`src/rv_pkg.sv`:
```
`default_nettype none

package rv_pkg;

   localparam int xlen = 32;

   // One clock cycle is spent in each phase.
   typedef enum logic [1:0] {
      FETCH  = 2'd0,
      DECODE = 2'd1,
      EXEC   = 2'd2,
      WRITE  = 2'd3
   } phase_t;

   typedef enum logic [3:0] {
      ADD = 4'd0,
      SUB = 4'd1,
      AND = 4'd2,
      OR  = 4'd3,
      XOR = 4'd4,
      SLT = 4'd5,
      LUI = 4'd6,
      BEQ = 4'd7,
      BNE = 4'd8,
      JAL = 4'd9,
      NOP = 4'd10
   } alu_op_t;

   typedef struct packed {
      alu_op_t          op;
      logic [4:0]       rd;
      logic [4:0]       rs1;
      logic [4:0]       rs2;
      logic [xlen-1:0]  imm;       // Already sign-extended.
      logic [xlen-1:0]  pc;
      logic             uses_imm;
      logic             writes_rd;
   } decoded_instr_t;

   typedef struct packed {
      logic             wr_en;
      logic [4:0]       rd;
      logic [xlen-1:0]  value;
      logic             jump;
      logic [xlen-1:0]  target;
   } exec_result_t;

   typedef struct packed {
      logic [xlen-1:0]  pc;
      logic [4:0]       rd;
      logic [xlen-1:0]  value;
      logic             wr_en;
   } retire_t;

endpackage

`default_nettype wire
```
`src/reg_file.sv`:
```
`timescale 1ns/1ps
`default_nettype none

module reg_file (
   input  wire logic                    clk,
   input  wire logic                    arst_n,
   input  wire logic [4:0]              rs1_addr,
   input  wire logic [4:0]              rs2_addr,
   input  wire logic                    wr_en,
   input  wire logic [4:0]              wr_addr,
   input  wire logic [rv_pkg::xlen-1:0] wr_data,
   output logic      [rv_pkg::xlen-1:0] rs1_value,
   output logic      [rv_pkg::xlen-1:0] rs2_value
);

   logic [rv_pkg::xlen-1:0] regs [1:31]; // x0 has no storage.

   always_ff @(posedge clk or negedge arst_n) begin
      if (!arst_n) begin
         for (int i = 1; i < 32; i++) begin
            regs[i] <= '0;
         end
      end else if (wr_en && wr_addr != 5'd0) begin
         regs[wr_addr] <= wr_data;
      end
   end

   assign rs1_value = (rs1_addr == 5'd0) ? '0 : regs[rs1_addr];
   assign rs2_value = (rs2_addr == 5'd0) ? '0 : regs[rs2_addr];

endmodule

`default_nettype wire

```
`config.mk`:
```
export PLATFORM = sky130hd
export DESIGN_NAME = reg_file
export DESIGN_NICKNAME = d
export VERILOG_FILES = /design/src/rv_pkg.sv /design/src/reg_file.sv
export SDC_FILE = /design/constraint.sdc
export NUM_CORES = 2
export LEC_CHECK = 0
export BUFFER_PORTS_ARGS = -buffer_cell sky130_fd_sc_hd__buf_4
export CAP_MARGIN = 20
export CORE_AREA = 2 2 369 371
export DETAILED_ROUTE_END_ITERATION = 10
export DIE_AREA = 0 0 371 373
export PLACE_DENSITY = 0.58
export SETUP_SLACK_MARGIN = 0.4
export SYNTH_ARGS = -nofsm -noshare
export SYNTH_HDL_FRONTEND = slang
export SYNTH_SLANG_ARGS = --single-unit
```
`constraint.sdc`:
```
create_clock -name clk -period 5.5 [get_ports clk]
set_input_delay 1.1 -clock clk [delete_from_list [all_inputs] [get_ports clk]]
set_output_delay 1.1 -clock clk [all_outputs]
set_load 0.05 [all_outputs]
```
==> flow_summary.json <==
{
  "cts_tree": "yes",
  "final_common_cell": "mux2_2",
  "cap_violations": 0,
  "cts-root-buf": "clkbuf_16",
  "hold_path_class": "input port to asynchronous set/reset pin",
  "top_usage_layer": "met2",
  "peakVddDrop_uv": 290,
  "dp_cells": 5219,
  "synth_flop_cell": "dfrtp_1",
  "p_leak_nw": 26.0,
  "drt-wirelength-per-cell_um": 31.5,
  "nFillCells": 11900,
  "post-route-util": 0.444,
  "fin_ws_ps": 933,
  "yosys_warnings": 0,
  "rows": 135,
  "placed_area_um2": 56200,
  "tightest_slew_ps": 1210,
  "fin_total_pwr_mw": 22.1,
  "worstSetupEndpointType": "primary output",
  "via_per_inst": 6.25,
  "core_area_um2": 135000,
  "hold_buffers": 0,
  "syn_to_final_growth_pct": 11.8,
  "synth-adder-area-share": 0,
  "htreeDepth": 3,
  "crit_arrival_ps": 3470,
  "synth_compound_area_frac": 0.0451,
  "skew_ps": 0,
  "routed_wl_um": 171000,
  "ys_types": 46,
  "place_congestion": 0.781,
  "numCtsBuffers": 112,
  "synth-simple-area-share": 0.0205,
  "ys_seq_elements": 992,
  "worstSetupPathType": "input port to primary output",
  "dp_slack_ps": 916,
  "layout_common_cells": "1050 x mux2_2, 992 x dfrtp_1, 377 x mux4_2",
  "place_hpwl_um": 96900,
  "syn_inst": 3612,
  "avgSynthCellArea_um2": 14.8,
  "drt_iter0_markers": 2881,
  "path_max_fanout": 50,
  "finalCritPeriodShare": 0.830,
  "regMostFlops": "regs",
  "timing.hold.ws_ps": 325,
  "mappedNetlistArea_um2": 53500,
  "cts_buffer_depth": 3,
  "drive_gt1_frac": 0.511,
  "cts.sinks": 992,
  "initial_core_util": 0.397,
  "fp.dieW_um": 371,
  "use_met2": 0.387,
  "max_slew_margin": 0.195,
  "period_minus_slack_ps": 4570,
  "die-area_um2": 138000,
  "syn-num-nets": 3662,
  "instances_no_fill": 5418,
  "rsz0062_at_grt": "no",
  "path_clk_slew_ps": 60,
  "synth_xor_area_frac": 0,
  "die_y_um": 373,
  "top_regs": "regs: 992 flops",
  "fin_area_um2": 59800,
  "fin_setup_tns_ps": 0,
  "grt_max_degree": 159,
  "post_cts_buffers": 0,
  "grt_pass1_wl_um": 252000,
  "synth_edf_count": 0,
  "slew_violations": 0,
  "ctsResizeCount": 0,
  "dr.pass1.iters": 5,
  "insertion_delay_ps": 730,
  "gr-usage-met3": 0.0411,
  "status": "finished clean",
  "global_route.usage.met1": 0.355,
  "grt_usage": 0.248,
  "grt_pass1_vias": 34800,
  "synthMuxAreaShare": 0.434,
  "ant_nets": 0,
  "start_kind": "input port",
  "drc_errors": 0,
  "setup_viol": 0,
  "synth_top_family_by_area": "multiplexers",
  "multi_input_comb_area_um2": 27000,
  "hold_viol": 0,
  "powerDensity_nw_per_um2": 370,
  "portBuffers": 113,
  "antenna_found_initial": 2,
  "register_area_um2": 24800,
  "overflow": 0,
  "fin_nets": 3602,
  "clock.fmax_mhz": 219,
  "async_reset_ff_frac": 1.00,
  "cp.required_ps": 4400,
  "seq_area_frac_synth": 0.464,
  "vias": 33900,
  "ios": 114,
  "largest_reg_flops": 992
}
[layer usage]
| layer | share of wire | wire length (um) |
|---|---|---|
| met1 | 0.45 | 76500 |
| met2 | 0.47 | 79900 |
| met3 | 0.057 | 9730 |
| met4 | 0.027 | 4550 |
| met5 | 0 | 0 |
[final cells by class]
| cell class | instances | area share |
|---|---|---|
| multi-input cells | 2219 | 0.451 |
| flip-flops and latches | 992 | 0.415 |
| clock buffers | 168 | 0.0546 |
| well taps | 1781 | 0.0373 |
| repair buffers | 218 | 0.0354 |
| clock inverters | 29 | 0.00638 |
| inverters | 9 | 0.000565 |
| diodes | 2 | 0.0000837 |
[logic make-up after synthesis]
family,count (synthesis)
multiplexers,1713
flip-flops,992
buffers and inverters,401
AO/OA/AOI/OAI,303
AND/OR/NAND/NOR,203
[worst max-delay path: stages]
cell and delay (ps):
buf_8 370, and2b_2 500, buf_4 300, buf_4 190, a221o_1 350, o211ai_1 90, o211ai_1 220, buf_4 260
[synthesized netlist by cell type, types with 4 or more instances]
master	count	area, um2
o22ai_1	18	113
o22a_1	16	140
o21ai_0	8	40.0
inv_1	7	26.3
a22oi_1	102	766
a22o_1	4	35.0
mux4_2	377	8490
buf_1	16	60.1
buf_2	162	811
nand2_1	21	78.8
a221o_1	17	170
nand2b_1	9	56.3
a221oi_1	43	377
and3_1	29	181
nor2_1	33	124
mux2i_1	267	2670
mux2_2	1050	11800
a211oi_1	4	30.0
nand3_1	16	80.1
clkbuf_1	161	604
o211ai_1	32	240
or3_1	7	43.8
buf_6	14	158
buf_4	38	285
o31a_1	28	245
dfrtp_1	992	24800
mux2_1	19	214
nor2b_1	44	275
o21a_1	8	60.1
o32ai_1	8	70.1
nor3_1	32	160
a2111oi_0	10	87.6
[report_power, final]
part	switching, mW	internal, mW
Combinational	2.09	2.71
Sequential	1.04	8.74
Clock	3.14	4.40
[worst paths after layout]
| check | start | end | slack, ps | cells past startpoint |
|---|---|---|---|---|
| max | rs1_addr[1] | rs1_value[10] | 930 | 8 |
| min | arst_n | regs[323] | 320 | 1 |
| max reg2reg | regs[73] | regs[73] | 4690 | 1 |
| min reg2reg | regs[775] | regs[775] | 500 | 1 |
| max in group asynchronous | arst_n | regs[308] | 3790 | 2 |
| min in group clk | regs[775] | regs[775] | 500 | 1 |
(Power assumes the default switching activity.)
