[config.mk]
export PLATFORM = sky130hd
export DESIGN_NAME = writeback_stage
export DESIGN_NICKNAME = d
export VERILOG_FILES = /design/src/rv_pkg.sv /design/src/writeback_stage.sv
export SDC_FILE = /design/constraint.sdc
export NUM_CORES = 1
export LEC_CHECK = 0
export ABC_CLOCK_PERIOD_IN_PS = 3200
export BUFFER_PORTS_ARGS = -buffer_cell sky130_fd_sc_hd__buf_2
export CAP_MARGIN = 20
export CORE_AREA = 2 2 94 96
export DETAILED_ROUTE_END_ITERATION = 10
export DIE_AREA = 0 0 96 98
export GPL_TIMING_DRIVEN = 0
export PLACE_DENSITY = 0.63
export RECOVER_POWER = 50
export SLEW_MARGIN = 20
export SYNTH_ARGS = -nofsm -noshare
export SYNTH_HDL_FRONTEND = slang
export SYNTH_SLANG_ARGS = --single-unit
[constraint.sdc]
create_clock -name vclk -period 3.2
set_input_delay 0 -clock vclk [all_inputs]
set_output_delay 0 -clock vclk [all_outputs]
set_load 0.02 [all_outputs]
[src/rv_pkg.sv]
`default_nettype none

package rv_pkg;

   localparam int xlen = 32;

   // One clock cycle is spent in each phase.
   typedef enum logic [1:0] {
      FETCH  = 2'd0,
      DECODE = 2'd1,
      EXEC   = 2'd2,
      WRITE  = 2'd3
   } phase_t;

   typedef enum logic [3:0] {
      ADD = 4'd0,
      SUB = 4'd1,
      AND = 4'd2,
      OR  = 4'd3,
      XOR = 4'd4,
      SLT = 4'd5,
      LUI = 4'd6,
      BEQ = 4'd7,
      BNE = 4'd8,
      JAL = 4'd9,
      NOP = 4'd10
   } alu_op_t;

   typedef struct packed {
      alu_op_t          op;
      logic [4:0]       rd;
      logic [4:0]       rs1;
      logic [4:0]       rs2;
      logic [xlen-1:0]  imm;       // Already sign-extended.
      logic [xlen-1:0]  pc;
      logic             uses_imm;
      logic             writes_rd;
   } decoded_instr_t;

   typedef struct packed {
      logic             wr_en;
      logic [4:0]       rd;
      logic [xlen-1:0]  value;
      logic             jump;
      logic [xlen-1:0]  target;
   } exec_result_t;

   typedef struct packed {
      logic [xlen-1:0]  pc;
      logic [4:0]       rd;
      logic [xlen-1:0]  value;
      logic             wr_en;
   } retire_t;

endpackage

`default_nettype wire
[src/writeback_stage.sv]
`timescale 1ns/1ps
`default_nettype none

module writeback_stage (
   input  wire logic                    write_phase,
   input  wire rv_pkg::exec_result_t    result,
   input  wire logic [rv_pkg::xlen-1:0] pc,
   output logic                         wr_en,
   output logic      [4:0]              wr_addr,
   output logic      [rv_pkg::xlen-1:0] wr_data,
   output logic                         retire_valid,
   output rv_pkg::retire_t              retire,
   output logic      [rv_pkg::xlen-1:0] next_pc
);

   // The result register holds still through WRITE, so everything here is combinational.
   assign wr_en   = write_phase && result.wr_en;
   assign wr_addr = result.rd;
   assign wr_data = result.value;

   assign retire_valid = write_phase; // One pulse per instruction.

   always_comb begin
      retire.pc    = pc;
      retire.rd    = result.rd;
      retire.value = result.value;
      retire.wr_en = result.wr_en;
   end

   // Taken branches and JAL redirect, everything else falls through.
   assign next_pc = result.jump ? result.target : pc + 32'd4;

endmodule

`default_nettype wire

==> key figures <==
GRT
  • Gr ovfl total: 0
  • Antenna violations before repair: 0
  • Pin count of the biggest net entering global routing: 11
  • Number of global-route vias before repair: around 2.2k
  • First-pass GRT wire length: 10.3 mm
  • Gr usage total: 0.131

Logic synthesis
  • Post-synthesis simple-gate area fraction: 0.273
  • Synthesized cell area: about 1800 um^2
  • Yosys top cell area share: 0.443
  • Unique masters post-synth: 28
  • Synth Area in Compound Gates: 0.152
  • Mux cell area share after synthesis: 0.0185
  • XOR/XNOR share of the synthesized area: 0.0526
  • Dominant cells by area after synthesis: buf_4, or4_1, o31ai_1, a31oi_1, nand2_1
  • Largest family of logic cells by synthesized area: buffers and inverters
  • Avg Cell Area, Syn: about 6.7 um^2
  • Syn nets: between 300 and 400
  • Cell taking the most area after synthesis: buf_4
  • Register area share after synthesis: 0
  • Ys Warns: 0
  • Adder-Cell Fraction of Synth Area: 0.00684
  • Synth Instances: approximately 270

Timing
  • Tmin final: around 1.9 ns
  • Final setup fails: 0
  • Slew HR: 0.662
  • Fin crit share: 0.598
  • Hold slack: ~0.22 ns
  • Max Transition Viols Final: 0
  • RSZ-0062 raised after global routing: false
  • Actual slew at the worst max-slew pin: a little over 0.5 ns
  • Peak Freq: between 500 and 600 MHz
  • Count of final hold-check violations: 0
  • Total negative slack: 0 ns

Final layout
  • Fillers: about 1000
  • Clock buffer cells: 0
  • # diodes: 0
  • Area growth syn-to-layout: 58.9%
  • Register area: 0 um^2
  • Fin nets: approximately 590
  • FFs & Latches: 0
  • Ratio of cells with drive above 1 in the final layout: 0.542

Pwr
  • Leakage: about 1.5 nW
  • VDD IR max: 0.0836 mV
  • Pwr Density: 159 nW/um^2

Min path
  • Worst min path class: in -> out
  • Hold Crit Endpoint: wr_data[8]
  • Hold path start: result[41]
  • Hold path cells: 2

Routing
  • DR pass1 iterations: 5
  • Final wirelength: approximately 7 mm
  • Vias: about 2.5k
  • Wire length per cell: roughly 12 um
  • DR iter-0 viols: 62
  • DR DRC count: 0
  • Remaining antenna violation count: 0
  • Via density: between 4 and 5

Critical path
  • Crit end category: primary output
  • WP buf/inv: 4
  • Critical path class: in -> out
  • Crit path max fanout: 10
  • Crit path required time: between 3 and 4 ns
  • Cell count along the critical path: 9
  • Element type at the critical path start: input pin
  • Critical path cell sequence: buf_2 -> ha_1 -> and2_1 -> clkbuf_1 -> nand4_2 -> buf_2 -> or4_1 -> a31oi_1 -> buf_2
  • Slowest-stage cell, CP: or4_1
  • Cell family with most CP delay: buffers and inverters
  • Critical path arrival: roughly 1.9 ns
  • Worst path max stage delay: between 0.4 and 0.5 ns
  • CP dominant cell by count: buf_2

Status
  • Status: finished, final reports clean

Floorplan
  • I/O Pins: ~250
  • Core area: 8470 um^2
  • Row cnt: 34
  • Initial Utilization: 0.216
  • Chip width: approximately 96 um
  • Die Ht: between 90 and 100 um
  • Die area: around 9400 um^2

Clocking
  • Resized cells post-CTS: 0
  • Post-CTS Setup Inserts: 0
  • CTS Hold Buffers Added: 0

Placement
  • HPWL Detailed: between 6 and 7 mm
  • Final Wtd Congestion: approximately 0.74
  • IO Port Bufs: 206

Job
  • Max-Cap Viols: 0
[layout make-up]
| class | count | area (um^2) | share of cell area |
|---|---|---|---|
| well taps | 108 | 135 | 0.0465 |
| inverters | 3 | 11.3 | 0.00387 |
| multi-input cells | 146 | 922 | 0.317 |
| repair buffers | 206 | 943 | 0.324 |
| plain buffers | 123 | 897 | 0.308 |
[worst max-delay path by stage]
stage,start,to
after global routing,pc[2],next_pc[30]
after detailed placement,pc[2],next_pc[30]
after floorplan,pc[2],next_pc[30]
final,pc[2],next_pc[30]
after global placement,pc[2],next_pc[30]
after CTS,pc[2],next_pc[30]
[stage by stage]
step                cell area [um^2]  worst slack, ns  std cells  utilization  power, mW
CTS                             3000             1.25        586        0.354      0.479
detailed placement              3000             1.26        586        0.354      0.477
floorplan                       1830             1.63        272            -      0.308
global route                    2910             1.11        586        0.344      0.498
global placement                3000             1.25        586        0.354      0.473
finish                          2910             1.29        586        0.344      0.461
[kinds of logic (layout without fill, tap and decap cells)]
kind of cell / count (synthesis) / in the layout
buf+inv: 126 / 332
compound gates: 44 / 44
simple gates: 87 / 87
mux: 3 / 3
xor+xnor: 11 / 11
fa+ha+maj: 1 / 1
[synth_stat cells (all sizes together)]
master / count
a31oi: 14
and2: 4
and3: 3
and4: 4
buf: 114
clkbuf: 9
ha: 1
inv: 3
mux2: 3
nand2: 24
nand3: 9
nand4: 11
nor2: 14
o211ai: 3
o21ai: 14
o311ai: 1
o31ai: 12
or2: 1
or3: 3
or4: 14
xnor2: 2
xor2: 9
[power by group]
part           internal [mW]  switching, mW  total, mW
combinational          0.198          0.263      0.461
clock                      0              0          0
sequential                 0              0          0
[layout by cell type (no fill, tap or decap)]
cell type and n:
o21ai_0 14, nand2_4 1, nand4_4 1, o211ai_1 3
nand3_1 9, ha_1 1, o31ai_1 12, xor2_1 9
and3_1 3, buf_4 108, clkbuf_1 78, and2_1 4
or3_1 3, or2_2 1, buf_2 140, and4_1 4
inv_1 3, nor2_1 14, a31oi_1 14, or4_1 14
nand2_1 23, o311ai_0 1, nand4_1 8, buf_6 2
mux2_2 3, xnor2_1 2, nand4_2 2, clkbuf_8 1
[per-layer routing]
layer,vias to the layer above,track usage,share of wire
li1,1258,-,-
met5,-,0,0
met4,0,0,0.00029
met1,1083,0.150,0.37
met3,2,0.0123,0.10
met2,153,0.268,0.53
No activity file was read; power rests on OpenSTA's default activity.
