$ cat src/rv_pkg.sv
`default_nettype none

package rv_pkg;

   localparam int xlen = 32;

   // One clock cycle is spent in each phase.
   typedef enum logic [1:0] {
      FETCH  = 2'd0,
      DECODE = 2'd1,
      EXEC   = 2'd2,
      WRITE  = 2'd3
   } phase_t;

   typedef enum logic [3:0] {
      ADD = 4'd0,
      SUB = 4'd1,
      AND = 4'd2,
      OR  = 4'd3,
      XOR = 4'd4,
      SLT = 4'd5,
      LUI = 4'd6,
      BEQ = 4'd7,
      BNE = 4'd8,
      JAL = 4'd9,
      NOP = 4'd10
   } alu_op_t;

   typedef struct packed {
      alu_op_t          op;
      logic [4:0]       rd;
      logic [4:0]       rs1;
      logic [4:0]       rs2;
      logic [xlen-1:0]  imm;       // Already sign-extended.
      logic [xlen-1:0]  pc;
      logic             uses_imm;
      logic             writes_rd;
   } decoded_instr_t;

   typedef struct packed {
      logic             wr_en;
      logic [4:0]       rd;
      logic [xlen-1:0]  value;
      logic             jump;
      logic [xlen-1:0]  target;
   } exec_result_t;

   typedef struct packed {
      logic [xlen-1:0]  pc;
      logic [4:0]       rd;
      logic [xlen-1:0]  value;
      logic             wr_en;
   } retire_t;

endpackage

`default_nettype wire
$ cat src/instr_decoder.sv
`timescale 1ns/1ps
`default_nettype none

module instr_decoder (
   input  wire logic                    clk,
   input  wire logic                    arst_n,
   input  wire logic                    decode_en,
   input  wire logic [rv_pkg::xlen-1:0] instr_raw,
   input  wire logic [rv_pkg::xlen-1:0] pc,
   output rv_pkg::decoded_instr_t       decoded
);

   logic [6:0]              opcode;
   logic [2:0]              funct3;
   logic [6:0]              funct7;
   logic [rv_pkg::xlen-1:0] imm_i, imm_u, imm_b, imm_j;
   rv_pkg::alu_op_t         op;
   logic [rv_pkg::xlen-1:0] imm;
   logic                    uses_imm;

   assign opcode = instr_raw[6:0];
   assign funct3 = instr_raw[14:12];
   assign funct7 = instr_raw[31:25];

   assign imm_i = {{20{instr_raw[31]}}, instr_raw[31:20]};
   assign imm_u = {instr_raw[31:12], 12'b0};
   assign imm_b = {{19{instr_raw[31]}}, instr_raw[31], instr_raw[7],
                   instr_raw[30:25], instr_raw[11:8], 1'b0};
   assign imm_j = {{11{instr_raw[31]}}, instr_raw[31], instr_raw[19:12],
                   instr_raw[20], instr_raw[30:21], 1'b0};

   always_comb begin
      op       = rv_pkg::NOP; // Anything not matched below retires as a no-op.
      imm      = '0;
      uses_imm = 1'b0;
      case (opcode)
         7'b0110011: begin // Register-register group.
            if (funct7 == 7'b0000000) begin
               case (funct3)
                  3'b000:  op = rv_pkg::ADD;
                  3'b010:  op = rv_pkg::SLT;
                  3'b100:  op = rv_pkg::XOR;
                  3'b110:  op = rv_pkg::OR;
                  3'b111:  op = rv_pkg::AND;
                  default: op = rv_pkg::NOP;
               endcase
            end else if (funct7 == 7'b0100000 && funct3 == 3'b000) begin
               op = rv_pkg::SUB;
            end
         end
         7'b0010011: begin
            imm      = imm_i;
            uses_imm = 1'b1;
            case (funct3)
               3'b000:  op = rv_pkg::ADD;
               3'b010:  op = rv_pkg::SLT;
               3'b100:  op = rv_pkg::XOR;
               3'b110:  op = rv_pkg::OR;
               3'b111:  op = rv_pkg::AND;
               default: op = rv_pkg::NOP; // Shifts and SLTIU are not supported.
            endcase
         end
         7'b0110111: begin
            op       = rv_pkg::LUI;
            imm      = imm_u;
            uses_imm = 1'b1;
         end
         7'b1100011: begin
            imm = imm_b; // Branch offset. The comparison uses rs2.
            if (funct3 == 3'b000) begin
               op = rv_pkg::BEQ;
            end else if (funct3 == 3'b001) begin
               op = rv_pkg::BNE;
            end
         end
         7'b1101111: begin
            op  = rv_pkg::JAL;
            imm = imm_j;
         end
         default: op = rv_pkg::NOP;
      endcase
   end

   always_ff @(posedge clk or negedge arst_n) begin
      if (!arst_n) begin
         decoded <= '0;
      end else if (decode_en) begin
         decoded.op        <= op;
         decoded.rd        <= instr_raw[11:7];
         decoded.rs1       <= instr_raw[19:15];
         decoded.rs2       <= instr_raw[24:20];
         decoded.imm       <= imm;
         decoded.pc        <= pc;
         decoded.uses_imm  <= uses_imm;
         decoded.writes_rd <= (op != rv_pkg::NOP) && (op != rv_pkg::BEQ) &&
                              (op != rv_pkg::BNE) && (instr_raw[11:7] != 5'd0);
      end
   end

endmodule

`default_nettype wire

$ cat config.mk
export PLATFORM = sky130hd
export DESIGN_NAME = instr_decoder
export DESIGN_NICKNAME = d
export VERILOG_FILES = /design/src/rv_pkg.sv /design/src/instr_decoder.sv
export SDC_FILE = /design/constraint.sdc
export NUM_CORES = 1
export LEC_CHECK = 0
export ABC_AREA = 1
export BUFFER_PORTS_ARGS = -buffer_cell sky130_fd_sc_hd__buf_4
export CORE_MARGIN = 8
export CORE_UTILIZATION = 44
export DETAILED_ROUTE_END_ITERATION = 12
export GPL_TIMING_DRIVEN = 0
export PLACE_DENSITY = 0.76
export REMOVE_ABC_BUFFERS = 1
export SKIP_LAST_GASP = 1
export SLEW_MARGIN = 20
export SYNTH_ARGS = -nofsm -noshare
export SYNTH_HDL_FRONTEND = slang
export SYNTH_SLANG_ARGS = --single-unit
$ cat constraint.sdc
create_clock -name clk -period 0.8 [get_ports clk]
set_input_delay 0 -clock clk [delete_from_list [all_inputs] [get_ports clk]]
set_output_delay 0 -clock clk [all_outputs]
set_load 0.005 [all_outputs]
==> results of run 1 <==
-- cell usage after synthesis --
cell type and instances:
buf_2 5, dfrtp_1 85, o22ai_1 1, a31oi_1 1, o31ai_1 6, nand3_1 8, o21ai_0 18, o21ai_2 6
nand3_2 2, o21ai_1 12, nand2_1 213, nand4_1 1, clkbuf_1 10, nor3_1 12, buf_4 1, clkinv_1 1
a21boi_0 1, inv_1 29, o311a_1 1, nand3b_1 1, a21oi_2 1, inv_2 2, buf_1 4, o21a_1 1
a22oi_1 4, a21oi_1 2, or2_1 1, nand2_2 3, nor2_4 2, nor2_2 4, nor2_1 30, buf_6 2
-- layer usage --
layer  vias up  track usage, %  share of wire (%)
li1       1958               -                  -
met1      1970            25.3                 39
met2       168            34.1                 52
met3        24            5.85                7.5
met4         0            7.82                2.0
met5         -               0                  0
-- where the power goes --
group | switching, µW | internal [µW] | total [µW]
clock network | 1650 | 1330 | 2980
registers | 198 | 4540 | 4740
logic | 830 | 1130 | 1960
-- cells by family (layout without fill, tap and decap cells) --
logic type	count (synthesis)	after routing
buf+inv	54	306
simple gates	277	277
compound gates	54	54
flops	85	85
-- worst max path at each step --
stage | startpoint | to | slack, ns | depth (start not counted)
global placement | decode_en | decoded[44] | -3.19 | 3
global route | decoded[1] | decoded[1] | -0.14 | 1
floorplan | decode_en | decoded[39] | -1.51 | 2
CTS | decoded[35] | decoded[35] | -0.12 | 1
detailed placement | decode_en | decoded[39] | -1.09 | 3
finish | decoded[1] | decoded[1] | -0.12 | 1
-- stage by stage --
| stage | total power [µW] | TNS [ns] | cells | worst slack, ns |
|---|---|---|---|---|
| 2_1_floorplan | 5160 | -105.15 | 448 | -1.51 |
| 3_3_place_gp | 6060 | -249.47 | 707 | -3.19 |
| 3_5_place_dp | 6090 | -91.48 | 707 | -1.09 |
| 4_1_cts | 9560 | -7.95 | 804 | -0.117 |
| 5_1_grt | 10100 | -10.90 | 830 | -0.142 |
| 6_report | 9680 | -7.37 | 830 | -0.124 |
-- area by class of cell --
type	count	area [µm²]	share of cell area, %
Clock inverter	5	42.5	0.630
Inverter	32	154	2.28
Timing Repair inverter	1	11.3	0.167
Multi-Input combinational cell	331	1640	24.3
Timing Repair Buffer	257	2490	36.9
Sequential cell	85	2130	31.5
Tap cell	108	135	2.00
Clock buffer	11	151	2.24
-- repair_timing --
item                                    in CTS  in global routing
buffers inserted                            25                 24
endpoints found under the hold margin      148                 85
cloned                                       0                  2
gates resized for setup                    100                 67
pin swaps                                    5                 26
endpoints found under the setup margin     168                122
==> flow_metrics.py, run 1 <==
metrics = {
    "status": {
        "outcome": "complete, but fails checks",
        "violations": "negative hold slack, negative setup slack",
    },
    "cts": {
        "worstSkewPairLatency_ns": 0.35,
        "clock_sinks": 85,
        "cts_root_buf": "clkbuf_8",
        "clock_path_buffers": 2,
        "cts_buffers": 9,
        "path_clk_slew_ns": 0.10,
        "htreeDepth": 3,
        "cts_tree": "done",
        "postCtsHoldBufs": 56,
    },
    "sta": {
        "rsz0062_at_grt": "yes",
        "setup_violations": 97,
        "fin_crit_sh_pct": 116,
        "setup_ws_ns": -0.124,
        "holdWs_ns": -0.333,
        "final-hold-violation-count": 85,
        "relSlewSlack_pct": 48.1,
        "maxSlewViolCount": 0,
        "finClkSkew_ns": 0,
        "period_minus_slack_ns": 0.924,
        "max_freq_mhz": 1080,
        "worst_pin_slew_ns": 0.778,
    },
    "grt": {
        "antenna_found_initial": 0,
        "grt-ovfl-total": 0,
        "grt_use_total_pct": 20.7,
        "grt_pass1_wl_um": 19600,
        "grt_pass1_vias": 3983,
        "grt_max_degree": 116,
    },
    "final_layout": {
        "layout_common_cells": "199 x nand2_1, 101 x buf_4, 95 x buf_6, 85 x dfrtp_1, 54 x dlygate4sd3_1",
        "largest_register_ffs": 85,
        "final_common_cell": "nand2_1",
        "final_layout_size_suffix_gt1_share_pct": 38.5,
        "final_cell_area_mm2": 0.00675,
        "insertedDiodeCount": 0,
        "fin_util_pct": 79.0,
        "regMostFlops": "decoded",
        "final_nets": 784,
        "fillers": 539,
        "area_delta_synth_final_pct": 77.4,
        "top_regs": "decoded: 85 flops",
    },
    "die": {
        "die_area_mm2": 0.0119,
        "fp.dieH_um": 109,
        "row_count": 34,
        "core_area_mm2": 0.00855,
        "ios": 152,
        "dieWidth_um": 109,
        "initial_core_util_pct": 44.5,
    },
    "synthesis": {
        "synth_compound_area_share_pct": 8.77,
        "synth-seq-cells": 85,
        "yosysWarnings": 0,
        "synth.distinct_cells": 32,
        "ys_seq_area_share_pct": 55.9,
        "synthAdderAreaFrac_pct": 0,
        "syn_area_per_cell_um2": 8.10,
        "synth_largest_area_cell": "dfrtp_1",
        "synth.area.mux_share_pct": 0,
        "syn-instance-count": 470,
        "synth_top_family_by_area": "simple AND/OR/NAND/NOR gates",
        "synth_area_mm2": 0.00381,
        "synth_area_leaders": "dfrtp_1 56%, nand2_1 21%, nor2_1 3.0%, inv_1 2.9%, o21ai_0 2.4%",
        "synth-xor-area-share_pct": 0,
        "yosys.area.top_type_share_pct": 55.9,
        "synth_simple_gate_area_share_pct": 29.4,
    },
    "drt": {
        "drtIter0Drc": 262,
        "first_pass_iters": 5,
        "dr_total_vias": 4120,
        "antenna_left": 0,
        "drc_errors": 0,
        "routedWlPerCell_um": 16.7,
        "viasPerCell": 4.96,
        "drt_wl_total_um": 13900,
    },
    "critical_path": {
        "critPathTopFamily": "flip-flops",
        "slowest_delay_ns": 0.43,
        "critPathArrivalTime_ns": 0.92,
        "cp_cell_sequence": "buf_6",
        "cp-start-kind": "flop",
        "ff2ff_path_depth": 4,
        "critPathKind": "reg2out",
        "crit_fanout": 2,
        "worstPathRequired_ns": 0.80,
        "r2r-start": "decoded[29]",
        "slowest_stage": "dfrtp_1",
        "cp-end-kind": "output pin",
        "r2r-end": "decoded[29]",
        "r2r_setup_slack_ns": -0.06,
        "cp_num_buf_inv": 1,
    },
    "place": {
        "dpl_cell_area_mm2": 0.00497,
        "port_buffers": 151,
        "dp_hpwl_um": 7480,
        "gp_congestion": 0.789,
    },
    "pwr": {
        "leakage_uw": 0.00356,
        "ir_drop_v": 0.00113,
        "p_per_area_mw_per_mm2": 1430,
    },
    "run": {
        "cap_violations": 0,
    },
    "min_path": {
        "min_path_type": "in2async",
    },
}
Power figures use the tool's default switching activity.
==> inputs of run 2 (changes only) <==
--- a/config.mk
+++ b/config.mk
@@ -8,10 +8,10 @@
 export ABC_AREA = 1
 export BUFFER_PORTS_ARGS = -buffer_cell sky130_fd_sc_hd__buf_4
 export CORE_MARGIN = 8
-export CORE_UTILIZATION = 44
+export CORE_UTILIZATION = 52
 export DETAILED_ROUTE_END_ITERATION = 12
 export GPL_TIMING_DRIVEN = 0
-export PLACE_DENSITY = 0.76
+export PLACE_DENSITY = 0.84
 export REMOVE_ABC_BUFFERS = 1
 export SKIP_LAST_GASP = 1
 export SLEW_MARGIN = 20
==> constraint.sdc (replaced) <==
create_clock -name clk -period 1.2 [get_ports clk]
set_input_delay 0 -clock clk [delete_from_list [all_inputs] [get_ports clk]]
set_output_delay 0 -clock clk [all_outputs]
set_load 0.005 [all_outputs]
==> run 2 against run 1 <==
  * The run now ends clean
  * Combinational power decreased by 46%
  * First-iteration DRC count decreased by 26%
  * Clock power decreased by 31%
  * Clock skew unchanged
  * Final cell count decreased by 7.2%
  * Critical path type is now in2reg
==> flow_metrics.py, run 2 (synthesis gave the netlist of run 1 again) <==
metrics = {
    "drt": {
        "first_pass_iters": 5,
        "drc_errors": 0,
        "drtIter0Drc": 195,
        "dr_total_vias": 3905,
        "routedWlPerCell_um": 16.0,
        "drt_wl_total_um": 12300,
        "antenna_left": 0,
        "viasPerCell": 5.07,
    },
    "sta": {
        "worst_pin_slew_ns": 0.754,
        "final-hold-violation-count": 0,
        "maxSlewViolCount": 0,
        "period_minus_slack_ns": 1.10,
        "fin_crit_sh_pct": 91.7,
        "relSlewSlack_pct": 49.7,
        "max_freq_mhz": 909,
        "finalSetupTns_ns": 0,
        "finClkSkew_ns": 0,
        "rsz0062_at_grt": "no",
        "setup_violations": 0,
    },
    "final_layout": {
        "largest_register_ffs": 85,
        "top_regs": "decoded: 85 flops",
        "insertedDiodeCount": 0,
        "final_layout_size_suffix_gt1_share_pct": 28.2,
        "fillers": 449,
        "area_delta_synth_final_pct": 51.1,
        "layout_common_cells": "212 x nand2_1, 150 x buf_4, 85 x dfrtp_1, 56 x dlygate4sd3_1, 30 x nor2_1",
        "final_common_cell": "nand2_1",
        "regMostFlops": "decoded",
        "final_nets": 733,
    },
    "run": {
        "cap_violations": 0,
    },
    "critical_path": {
        "cp-start-kind": "input port",
        "r2r_setup_slack_ns": 0.50,
        "worst-path-stages": 6,
        "crit_path_start": "instr_raw[31]",
        "cp_cell_sequence": "buf_4, dlygate4sd3_1, inv_1, nor2_4, nor3_1, o21ai_1",
        "setup.worst_path.end": "decoded[62]",
        "slowest_delay_ns": 0.55,
        "ff2ff_path_depth": 2,
        "slowest_stage": "dlygate4sd3_1",
        "cp-end-kind": "flop",
        "r2r-start": "decoded[11]",
        "critPathTopFamily": "buffers and inverters",
        "r2r-end": "decoded[11]",
        "worstPathRequired_ns": 1.42,
        "critPathArrivalTime_ns": 1.32,
        "crit_fanout": 12,
        "critPathKind": "in2reg",
        "cp_num_buf_inv": 3,
    },
    "min_path": {
        "min_path_type": "in2reg",
    },
    "grt": {
        "grt_pass1_wl_um": 19300,
        "grt-ovfl-total": 0,
        "antenna_found_initial": 0,
        "grt_max_degree": 116,
        "grt_use_total_pct": 23.7,
        "grt_pass1_vias": 3992,
    },
    "die": {
        "ios": 152,
        "initial_core_util_pct": 53.1,
        "fp.dieH_um": 102,
        "core_area_mm2": 0.00718,
        "row_count": 31,
        "dieWidth_um": 102,
        "die_area_mm2": 0.0103,
    },
    "cts": {
        "path_clk_slew_ns": 0.09,
        "cts_root_buf": "clkbuf_8",
        "clock_path_buffers": 2,
        "htreeDepth": 3,
        "clock_sinks": 85,
        "cts_setup_buffers": 0,
        "worstSkewPairLatency_ns": 0.34,
        "cts_tree": "done",
        "cts_buffers": 9,
    },
    "pwr": {
        "p_per_area_mw_per_mm2": 1080,
        "leakage_uw": 0.00309,
        "total_power_uw": 6240,
        "ir_drop_v": 0.000756,
    },
    "place": {
        "dp_hpwl_um": 7600,
        "gp_congestion": 0.863,
        "port_buffers": 151,
    },
    "status": {
        "outcome": "finished, final reports clean",
    },
}
## run 2: cell count changes in the layout (fill, tap and decap cells not counted), moves of 5 or more
| cell | previous run | this run |
|---|---|---|
| o21ai_1 | 17 | 12 |
| nor3_2 | 10 | 0 |
| nand2_1 | 199 | 212 |
| o21ai_0 | 12 | 18 |
| buf_4 | 101 | 150 |
| nor3_1 | 2 | 12 |
| nor2_1 | 24 | 30 |
| nand2_4 | 5 | 0 |
| buf_6 | 95 | 1 |
| nand2_2 | 11 | 4 |
## run 2: repair_timing
| item | CTS | global route |
|---|---|---|
| endpoints found under the hold margin | 149 | 0 |
| endpoints found under the setup margin | 83 | 27 |
| gates resized for setup | 2 | 4 |
| hold buffers | 56 | 0 |
## run 2: layout make-up
| cell class | count | area [µm²] | area share, % |
|---|---|---|---|
| inverters | 32 | 136 | 2.37 |
| flip-flops and latches | 85 | 2130 | 37.0 |
| clock inverters | 6 | 71.3 | 1.24 |
| multi-input cells | 331 | 1470 | 25.5 |
| repair buffers | 207 | 1700 | 29.5 |
| clock buffers | 10 | 128 | 2.22 |
| well taps | 99 | 124 | 2.15 |
## run 2: power breakdown
group | internal [µW] | switching (µW) | leakage (µW)
Clock | 977 | 1070 | 0.0000867
Sequential | 3030 | 107 | 0.00109
Combinational | 556 | 502 | 0.00191
Total | 4560 | 1680 | 0.00309
## run 2: worst register-to-register path: stages, from the launching register on
cell     delay [ns]
dfrtp_1        0.43
nand2_1        0.08
nand2_1        0.08
## run 2: how the worst min path moves through the flow
stage | start | endpoint | cells after the start
after floorplan | arst_n | decoded[0] | 0
after global placement | pc[28] | decoded[30] | 3
after detailed placement | pc[13] | decoded[15] | 3
after CTS | instr_raw[13] | decoded[47] | 5
after global routing | instr_raw[13] | decoded[47] | 5
final | instr_raw[12] | decoded[46] | 5
## run 2: routing by layer
layer | global-route usage (%) | vias up | wire length (µm)
li1 | - | 1859 | -
met1 | 27.2 | 1845 | 4710
met2 | 39.3 | 178 | 6180
met3 | 7.97 | 23 | 1210
met4 | 9.97 | 0 | 234
met5 | 0 | - | 0
## run 2: through the flow
stage	setup WS, ns	std cells	util (%)	cell area (µm²)	hold WS (ns)
global route	0.0128	770	80.2	5750	0.0752
detailed placement	-0.634	698	69.2	4960	0.205
global placement	-2.75	698	69.1	4960	0.201
CTS	0.0349	770	79.9	5730	0.0265
finish	0.0994	770	80.2	5750	0.0413
floorplan	-1.11	448	-	3700	-0.296
