[config.mk]
export PLATFORM = sky130hd
export DESIGN_NAME = alu_exec
export DESIGN_NICKNAME = d
export VERILOG_FILES = /design/src/rv_pkg.sv /design/src/alu_exec.sv
export SDC_FILE = /design/constraint.sdc
export NUM_CORES = 1
export LEC_CHECK = 0
export BUFFER_PORTS_ARGS = -buffer_cell sky130_fd_sc_hd__clkbuf_2
export CORE_MARGIN = 2
export CORE_UTILIZATION = 58
export DETAILED_ROUTE_END_ITERATION = 12
export HOLD_SLACK_MARGIN = 0.06
export PLACE_DENSITY = 0.8
export REMOVE_ABC_BUFFERS = 1
export SLEW_MARGIN = 20
export SYNTH_ARGS = -nofsm -noshare
export SYNTH_HDL_FRONTEND = slang
export SYNTH_SLANG_ARGS = --single-unit
export TNS_END_PERCENT = 50
[constraint.sdc]
create_clock -name clk -period 1.7 [get_ports clk]
set_input_delay 0.085 -clock clk [delete_from_list [all_inputs] [get_ports clk]]
set_output_delay 0.085 -clock clk [all_outputs]
set_load 0.02 [all_outputs]
[src/rv_pkg.sv]
`default_nettype none

package rv_pkg;

   localparam int xlen = 32;

   // One clock cycle is spent in each phase.
   typedef enum logic [1:0] {
      FETCH  = 2'd0,
      DECODE = 2'd1,
      EXEC   = 2'd2,
      WRITE  = 2'd3
   } phase_t;

   typedef enum logic [3:0] {
      ADD = 4'd0,
      SUB = 4'd1,
      AND = 4'd2,
      OR  = 4'd3,
      XOR = 4'd4,
      SLT = 4'd5,
      LUI = 4'd6,
      BEQ = 4'd7,
      BNE = 4'd8,
      JAL = 4'd9,
      NOP = 4'd10
   } alu_op_t;

   typedef struct packed {
      alu_op_t          op;
      logic [4:0]       rd;
      logic [4:0]       rs1;
      logic [4:0]       rs2;
      logic [xlen-1:0]  imm;       // Already sign-extended.
      logic [xlen-1:0]  pc;
      logic             uses_imm;
      logic             writes_rd;
   } decoded_instr_t;

   typedef struct packed {
      logic             wr_en;
      logic [4:0]       rd;
      logic [xlen-1:0]  value;
      logic             jump;
      logic [xlen-1:0]  target;
   } exec_result_t;

   typedef struct packed {
      logic [xlen-1:0]  pc;
      logic [4:0]       rd;
      logic [xlen-1:0]  value;
      logic             wr_en;
   } retire_t;

endpackage

`default_nettype wire
[src/alu_exec.sv]
`timescale 1ns/1ps
`default_nettype none

module alu_exec (
   input  wire logic                    clk,
   input  wire logic                    arst_n,
   input  wire logic                    exec_en,
   input  wire rv_pkg::decoded_instr_t  decoded,
   input  wire logic [rv_pkg::xlen-1:0] rs1_value,
   input  wire logic [rv_pkg::xlen-1:0] rs2_value,
   output rv_pkg::exec_result_t         result
);

   logic [rv_pkg::xlen-1:0] op_b;
   logic [rv_pkg::xlen-1:0] value;
   logic                    less;
   logic                    jump;

   assign op_b = decoded.uses_imm ? decoded.imm : rs2_value;
   assign less = $signed(rs1_value) < $signed(op_b); // SLT and SLTI compare signed.

   always_comb begin
      value = '0;
      jump  = 1'b0;
      case (decoded.op)
         rv_pkg::ADD: value = rs1_value + op_b;
         rv_pkg::SUB: value = rs1_value - op_b;
         rv_pkg::AND: value = rs1_value & op_b;
         rv_pkg::OR:  value = rs1_value | op_b;
         rv_pkg::XOR: value = rs1_value ^ op_b;
         rv_pkg::SLT: value = {{(rv_pkg::xlen-1){1'b0}}, less};
         rv_pkg::LUI: value = decoded.imm;
         rv_pkg::BEQ: jump  = (rs1_value == rs2_value);
         rv_pkg::BNE: jump  = (rs1_value != rs2_value);
         rv_pkg::JAL: begin
            value = decoded.pc + 32'd4; // Link address.
            jump  = 1'b1;
         end
         default: value = '0;
      endcase
   end

   always_ff @(posedge clk or negedge arst_n) begin
      if (!arst_n) begin
         result <= '0;
      end else if (exec_en) begin
         result.wr_en  <= decoded.writes_rd;
         result.rd     <= decoded.rd;
         result.value  <= value;
         result.jump   <= jump;
         result.target <= decoded.pc + decoded.imm; // Shared by branches and JAL.
      end
   end

endmodule

`default_nettype wire

==> results of run 1 <==
-- what timing repair did --
action / 4_1_cts
pin swaps: 106
endpoints found under the hold margin: 42
buffers inserted: 23
setup endpoints to repair: 55
gates resized for setup: 181
gates cloned: 1
hold buffers: 7
-- stage by stage --
step	cells	TNS (ns)
after floorplan	1314	-53.65
after global placement	2276	-67.19
after detailed placement	2276	-76.15
after CTS	2320	-44.35
-- cell families after synthesis --
logic type	synth area share, %
AO/OA/AOI/OAI	29.5
AND/OR/NAND/NOR	15.5
buffers and inverters	7.11
adder cells (fa/ha/maj)	17.1
XOR/XNOR	7.60
flip-flops	16.4
multiplexers	6.86
-- routing by layer --
| layer | overflow | track usage [%] |
|---|---|---|
| met4 | 33 | 82.9 |
| met1 | 1 | 76.3 |
| met2 | 28 | 95.9 |
| met5 | 1 | 27.6 |
| met3 | 0 | 59.1 |
==> results.md, run 1 <==
- Status: stopped before the end
- Failing step: global routing
- Stop err: [ERROR GRT-0116] Global routing finished with congestion. Check the congestion regions in the DRC Viewer.
- Most frequent cells after synthesis: ha_1, inv_1, a21oi_1, nor2_1, nand2_1
- Synth warnings: 0
- Htree depth: 3
- Mapped cell area: 10800 sq um
- Sequential area share after synthesis: about 16%
- Post-synth EDFFs: 0
- CTS buffer count: 9
- Synth top area share: 16.5%
- Initial Util: between 50% and 60%
- Total track usage: 77.6%
- Die height: 141 um
- Row count: 49
- Most common cell in the synthesized netlist: ha_1
- Cell Area, Placed: between 15000 and 20000 sq um
- Placer Congestion: ~1.1
- HPWL Detailed: 39.4 mm
- Syn_area_per_cell: 7.82 sq um
- # port buffers: 212
- Yosys reg bits: slightly above 70
- Overflow after GRT: between 60 and 70
- Clock Path Buffers: 2
- Yosys cell types: approximately 80
- Post-synth ARST share: 100%
- CTS Sinks: 71
- First-pass GRT wire length: 120 mm
- Vias in the first global route: 20.1k
- Top Ports: approximately 220
- Most used DFF post-synth: dfrtp_1
- Clock Root Buffer: clkbuf_16
- Largest net degree at the start of global routing: 38
- Pre-CTS setup slack: -1.99 ns
- Width of the chip: 141 um
- Top cells by area, synth: ha_1, dfrtp_1, xnor2_1
- Cell type with the largest total area after synthesis: ha_1
- Post-Synthesis Cells: between 1k and 1.5k
==> run 2, diff against run 1 <==
--- a/config.mk
+++ b/config.mk
@@ -7,10 +7,9 @@
 export LEC_CHECK = 0
 export BUFFER_PORTS_ARGS = -buffer_cell sky130_fd_sc_hd__clkbuf_2
 export CORE_MARGIN = 2
-export CORE_UTILIZATION = 58
+export CORE_UTILIZATION = 40
 export DETAILED_ROUTE_END_ITERATION = 12
-export HOLD_SLACK_MARGIN = 0.06
-export PLACE_DENSITY = 0.8
+export PLACE_DENSITY_LB_ADDON = 0.15
 export REMOVE_ABC_BUFFERS = 1
 export SLEW_MARGIN = 20
 export SYNTH_ARGS = -nofsm -noshare
==> results.md, run 2 <==
- Commonest non-fill, non-tap cells in the layout: buf_4, clkbuf_2, inv_1
- Syn_area_per_cell: 7.82 sq um (unchanged)
- Number of diodes: 0
- Post-synth EDFFs: 0 (unchanged)
- Pwr Total: 0.0115 W
- Synth Area in Adders: 17.1% (unchanged)
- Min Tclk post-route: 3.13 ns
- Die ar.: between 20000 and 30000 sq um
- Final net count: 2442
- Max_slew headroom: 57.6%
- DRC: 0
- CP Buf/Inv Count: 4
- Row count: 60 (+22%)
- Post-Synth Simple-Gate Area: 15.5% (unchanged)
- Worst path cell trace: clkbuf_16 -> mux2i_4 -> inv_2 -> ha_4 -> fa_2 -> o21ba_4 -> nor4_4 -> o31ai_2 -> a2111o_1 -> o41ai_4 -> buf_4 -> buf_6 -> a21bo_4 -> a21oi_2 -> a211o_1 -> a21oi_2 -> o22ai_2
- Post-Synthesis Cells: 1385 (unchanged)
- # Max-Cap Violations: 0
- Detailed Route WL: 51.5 mm
- Compound-Gate Fraction of Synth Area: 29.5% (unchanged)
- Critical Path RT: 1.93 ns
- Overflow after GRT: 0
- Status: complete, but fails checks
- Family with the most delay on the worst path: compound AO/OA/AOI/OAI gates
- Sequential cell area: approximately 1800 sq um
- CP max-delay cell: a2111o_1
- Clock skew: 0 ns
- Largest regs: result x71
- CTS buffer count: 9 (unchanged)
- Pre-CTS setup slack: -1.97 ns (+0.0222 ns)
- Share of layout cells above drive strength 1: 50.7%
- Critical path launch point type: input port
- Width of the chip: 169 um (+20%)
- Clk slew on worst S/H paths: around 0.070 ns
- Largest family of logic cells by synthesized area: compound AO/OA/AOI/OAI gates
- R2R depth: 7
- Unrepaired setup endpoints after global routing: true
- Synth Area in XOR/XNOR: 7.60% (unchanged)
- First-pass GRT wire length: 77.8 mm
- Max-slew violation count: 0
- Worst-path fanout max: 3
- Clock Path Buffers: 2 (unchanged)
- F_max: 0.320 GHz
- Fill count: 2209
- HPWL Detailed: 40.3 mm (+2.4%)
- Clock Root Buffer: clkbuf_16
- Worst Tran Pin Value: 0.630 ns
- Most frequent cells after synthesis: ha_1, inv_1, a21oi_1, nor2_1, nand2_1
- WP data arrival: between 3 and 4 ns
- Top cells by area, synth: ha_1, dfrtp_1, xnor2_1
- Htree depth: 3 (unchanged)
- Setup CP Type: input port to flip-flop
- Yosys cell types: 82 (unchanged)
- Hold WC Path Type: input port to async pin
- Die height: 169 um (+20%)
- Wirelength per Cell: 20.7 um
- Mapped cell area: 10800 sq um (unchanged)
- R2r startpoint: result[64]$_DFFE_PN0P_
- Largest net degree at the start of global routing: 33
- Worst-Skew Late Latency: approximately 0.35 ns
- Most common cell on crit path: a21oi_2
- Pwr per Cell Area: 610 nW/um^2
- Vias in the first global route: 13.9k
- # port buffers: 212 (unchanged)
- Leakage: around 9.0 nW
- Post-synth ARST share: 100% (unchanged)
- Final hold violations: 0
- Total track usage: 35.3%
- Cell type with the largest total area after synthesis: ha_1
- Antenna violations before repair: 0
- Final setup fails: 54
- Top Ports: 223 (unchanged)
- Mux cell area share after synthesis: 6.86% (unchanged)
- Most used DFF post-synth: dfrtp_1
- Area Growth Syn to Fin: 73.8%
- CTS tree: done
- Initial DRC Count: 1131
- Crit end category: flip-flop
- VDD IR max: approximately 0.00059 V
- Router iterations before antenna repair: 6
- Max FFs per register: 71
- Area of the multi-input gates: just under 10000 sq um
- Worst setup margin: -1.43 ns
- Routed Antenna Nets: 0
- Yosys reg bits: 71 (unchanged)
- CTS Sinks: 71 (unchanged)
- Initial Util: 40.4% (-19 points)
- Synth warnings: 0 (unchanged)
- Sequential area share after synthesis: 16.4% (unchanged)
- Failing checks: negative setup slack
- Via count: around 14k
- RR Endpoint: result[64]$_DFFE_PN0P_
- Leading cell type in the layout, fill and taps excluded: buf_4
- CP peak stage delay: approximately 0.45 ns
- Most common cell in the synthesized netlist: ha_1
- Vias/cell: around 5.6
- Final Cycle Share: 184%
- Placer Congestion: 0.990 (-7.3%)
- Largest register by flop count: result
- CORE AREA: roughly 27000 sq um
- Synth top area share: 16.5% (unchanged)
- Reg2reg setup slack: roughly 0.05 ns
## run 2: cell type report
cell class | count | share of cell area [%]
flip-flops and latches | 71 | 9.43
well taps | 341 | 2.27
repair buffers | 819 | 31.6
inverters | 129 | 2.57
clock inverters | 5 | 0.299
multi-input cells | 1114 | 52.5
clock buffers | 11 | 1.34
## run 2: worst max-delay path by stage
stage                start                endpoint  slack (ns)  cells after the start
2_1_floorplan  decoded[82]  result[36]$_DFFE_PN0P_       -1.62                      5
3_3_place_gp    decoded[1]  result[63]$_DFFE_PN0P_       -1.89                     16
3_5_place_dp    decoded[1]  result[63]$_DFFE_PN0P_       -1.97                     16
4_1_cts         decoded[1]  result[63]$_DFFE_PN0P_       -1.54                     16
5_1_grt         decoded[1]  result[63]$_DFFE_PN0P_       -1.57                     16
6_report        decoded[1]  result[55]$_DFFE_PN0P_       -1.43                     17
## run 2: through the flow
stage	instance area [sq um]	setup TNS [ns]	utilization, %	instances	hold slack (ns)
3_3_place_gp	16200	-73.96	60.6	2409	-0.0224
4_1_cts	18100	-42.99	67.6	2467	0.141
3_5_place_dp	16200	-77.27	60.6	2409	-0.0143
5_1_grt	18800	-50.51	70.3	2490	0.181
2_1_floorplan	10500	-53.65	-	1314	-0.211
6_report	18800	-44.69	70.3	2490	0.143
## run 2: routing by layer
metal / share of wire (%) / GRT usage, % / wire (um)
met5: 0 / 0 / 0
met4: 3.6 / 14.4 / 1840
met3: 5.9 / 3.65 / 3050
met2: 46 / 57.8 / 23600
met1: 45 / 47.8 / 23100
## run 2: worst reg2reg max path: stages (launching register included)
cell      delay [ns]
dfrtp_1         0.38
nor2b_1         0.16
a21oi_1         0.13
o211ai_1        0.11
a21oi_1         0.14
o21ai_0         0.24
nor4_2          0.30
nor3_1          0.08
## run 2: what timing repair did
action | 4_1_cts | 5_1_grt
setup endpoints to repair | 56 | 56
setup buffers | 41 | 29
resized for setup | 249 | 108
hold buffers | 7 | 0
pin swaps | 103 | 77
hold endpoints to repair | 55 | 0
## run 2: kinds of logic (layout without fill, tap and decap cells)
kind of cell	Yosys count	after routing
AO/OA/AOI/OAI	461	461
AND/OR/NAND/NOR	343	343
buffers and inverters	200	964
adder cells (fa/ha/maj)	146	146
XOR/XNOR	94	94
flip-flops	71	71
multiplexers	70	70
## run 2: power breakdown
group | internal, W | switching, W | leakage [nW]
registers | 0.00198 | 0.000176 | 0.882
logic | 0.00348 | 0.00362 | 8.01
clock network | 0.00122 | 0.00101 | 0.152
(Power assumes the default switching activity.)
==> run 3, diff against run 2 <==
--- a/config.mk
+++ b/config.mk
@@ -5,6 +5,7 @@
 export SDC_FILE = /design/constraint.sdc
 export NUM_CORES = 1
 export LEC_CHECK = 0
+export ABC_AREA = 1
 export BUFFER_PORTS_ARGS = -buffer_cell sky130_fd_sc_hd__clkbuf_2
 export CORE_MARGIN = 2
 export CORE_UTILIZATION = 40
==> results.md, run 3 <==
- Max-slew violation count: 0 (unchanged)
- Worst path cell trace: buf_12 -> buf_12 -> buf_16 -> nand2_2 -> o21ai_4 -> buf_4 -> ha_1 -> a21oi_1 -> o21ai_0 -> buf_4 -> a21oi_1 -> nand3_1 -> nand2_1 -> nand3_1 -> nand3_1 -> nand2_1 -> nand2_1
- Antenna violations before repair: 5 (+5)
- Initial Util: 40.7% (+0.30 points)
- Final setup fails: 31 (-43%)
- HPWL Detailed: 54.6 mm (+35%)
- Final Cycle Share: 119% (-65 points)
- Commonest non-fill, non-tap cells in the layout: nand2_1, buf_4, inv_1
- Clock Root Buffer: clkbuf_16
- Unrepaired setup endpoints after global routing: true
- Max FFs per register: 71 (unchanged)
- Leakage: 12.1 nW (+34%)
- CP max-delay cell: a21oi_1
- Status: complete, but fails checks
- CP peak stage delay: 0.25 ns (-0.20 ns)
- Hold WC Path Type: input port to flip-flop
- Pwr per Cell Area: 554 nW/um^2 (-9.3%)
- Clk slew on worst S/H paths: 0.07 ns (about the same)
- Yosys cell types: 46 (-44%)
- R2R depth: 3 (-4)
- Routed Antenna Nets: 0 (unchanged)
- Router iterations before antenna repair: 6 (unchanged)
- Critical path launch point type: input port
- Total track usage: 37.9% (+2.6 points)
- Sequential cell area: 1780 sq um (unchanged)
- Area of the multi-input gates: 11400 sq um (+16%)
- Post-Synthesis Cells: 2410 (+74%)
- Worst Tran Pin Value: 0.596 ns (-0.0340 ns)
- Crit end category: flip-flop
- Largest register by flop count: result
- Area Growth Syn to Fin: 64.9%
- Final hold violations: 0 (unchanged)
- Vias in the first global route: 18.1k (+30%)
- F_max: 0.493 GHz (+54%)
- Max_slew headroom: 60.3% (+2.7 points)
- Leading cell type in the layout, fill and taps excluded: nand2_1
- Most common cell in the synthesized netlist: nand2_1
- Die height: 186 um (+10%)
- Row count: 66 (+10%)
- Critical Path RT: 2.03 ns (+0.10 ns)
- Cell type with the largest total area after synthesis: nand2_1
- Syn_area_per_cell: 5.51 sq um (-30%)
- Via count: 19.2k (+38%)
- Fill count: 2984 (+35%)
- Worst-Skew Late Latency: 0.39 ns (+0.04 ns)
- Worst setup margin: -0.327 ns (+1.10 ns)
- # port buffers: 212 (unchanged)
- Top Ports: 223 (unchanged)
- Share of layout cells above drive strength 1: 40.3% (-10 points)
- Largest net degree at the start of global routing: 82 (+150%)
- CTS tree: done
- Mapped cell area: 13300 sq um (+23%)
- Failing checks: negative setup slack
- DRC: 0 (unchanged)
- First-pass GRT wire length: 98.2 mm (+26%)
- Wirelength per Cell: 18.9 um (-8.8%)
- VDD IR max: 0.000614 V (+4.4%)
- Htree depth: 3 (unchanged)
- Final core occ: 67.1% (-3.1 points)
- Yosys reg bits: 71 (unchanged)
- Synth warnings: 0 (unchanged)
- Synth top area share: 23.5% (+7.0 points)
- Overflow after GRT: 0 (unchanged)
- Clock Path Buffers: 2 (unchanged)
- Pre-CTS setup slack: -1.15 ns (+0.818 ns)
- Setup CP Type: input port to flip-flop
- Largest regs: result x71
- Worst-path fanout max: 15 (+12)
- WP data arrival: 2.35 ns (-1.01 ns)
- Vias/cell: 5.24 (-6.0%)
- Final net count: 3510 (+44%)
- Die ar.: 34700 sq um (+22%)
- CTS buffer count: 9 (unchanged)
- Sequential area share after synthesis: 13.4% (-3.0 points)
- Most used DFF post-synth: dfrtp_1
- CTS Sinks: 71 (unchanged)
- Hold Crit Depth: 4
- Initial DRC Count: 1768 (+56%)
- Width of the chip: 186 um (+10%)
- Placer Congestion: 1.04 (+4.8%)
- Detailed Route WL: 69.1 mm (+34%)
- Post-synth ARST share: 100% (unchanged)
- CORE AREA: 32600 sq um (+22%)
- # Max-Cap Violations: 0 (unchanged)
- Most frequent cells after synthesis: nand2_1, inv_1, nand3_1, nor2_1, ha_1
- Top cells by area, synth: nand2_1, ha_1, dfrtp_1
- Hold Slack: 0.0632 ns (-0.0799 ns)
- Post-synth EDFFs: 0 (unchanged)
- Clock skew: 0 ns (unchanged)
- Fin Setup TNS: -5.71 ns (+38.98 ns)
- Min Tclk post-route: 2.03 ns (-1.10 ns)
-- run 3: cell count changes after synthesis, moves of 41 or more --
cell / before / now
inv_1: 128 / 414
nand2_1: 78 / 831
nand3_1: 32 / 212
nor2_1: 97 / 197
o21ai_0: 63 / 104
xnor2_1: 76 / 27
-- run 3: what timing repair did --
item,4_1_cts,5_1_grt
endpoints found under the setup margin,32,49
hold endpoints to repair,28,0
hold buffers,7,0
gates cloned,0,7
buffers inserted,4,26
pin swaps,9,121
gates resized for setup,126,447
-- run 3: per-stage QoR --
| step | cell area, sq um | total power, W | cells |
|---|---|---|---|
| detailed placement | 19200 | 0.00850 | 3601 |
| global route | 21900 | 0.0127 | 3659 |
| finish | 21900 | 0.0121 | 3661 |
| floorplan | 13000 | 0.00510 | 2348 |
| CTS | 20000 | 0.0111 | 3628 |
| global placement | 19200 | 0.00844 | 3601 |
-- run 3: logic make-up after synthesis --
family                   Yosys count  synth area share [%]
AO/OA/AOI/OAI                    306                  13.1
XOR/XNOR                          36                  2.37
flip-flops                        71                  13.4
AND/OR/NAND/NOR                 1370                  43.1
adder cells (fa/ha/maj)          146                  13.9
buffers and inverters            481                  14.1
-- run 3: worst paths after layout --
kind	slack, ns	to	start
setup / recovery	-0.33	result[61]$_DFFE_PN0P_	decoded[1]
hold / removal	0.06	result[0]$_DFFE_PN0P_	decoded[2]
setup reg to reg	0.83	result[32]$_DFFE_PN0P_	result[32]$_DFFE_PN0P_
hold reg to reg	0.48	result[64]$_DFFE_PN0P_	result[64]$_DFFE_PN0P_
max in group asynchronous	0.83	result[23]$_DFFE_PN0P_	arst_n
min in group asynchronous	0.20	result[39]$_DFFE_PN0P_	arst_n
-- run 3: worst max-delay path: cells and delay by family --
kind	cells	cell delay (ns)
adders and majority gates	1	0.23
and+or+nand+nor	7	0.61
buffers and inverters	5	0.74
AOI/OAI and AO/OA	4	0.66
-- run 3: area by class of cell --
| class | instances | area share, % |
|---|---|---|
| clock inverter | 7 | 0.383 |
| sequential | 71 | 8.11 |
| inverter | 419 | 7.18 |
| multi-input combinational | 1858 | 52.2 |
| timing repair buffer | 853 | 28.5 |
| antenna | 2 | 0.0229 |
| tap | 442 | 2.53 |
| clock buffer | 9 | 1.03 |
-- run 3: report_power, final --
group | total, W | switching [W] | internal, W
clock network | 0.00230 | 0.00113 | 0.00117
registers | 0.00209 | 0.000163 | 0.00193
logic | 0.00773 | 0.00441 | 0.00332
total | 0.0121 | 0.00570 | 0.00643
-- run 3: layer usage --
metal | routed length (um) | part of all wire (%) | track usage [%] | vias up
met3 | 6130 | 8.9 | 7.20 | 205
met5 | 43 | 0.062 | 0 | -
met2 | 31700 | 46 | 63.3 | 876
met1 | 27900 | 40 | 47.9 | 8876
li1 | - | - | - | 9230
met4 | 3310 | 4.8 | 16.1 | 6
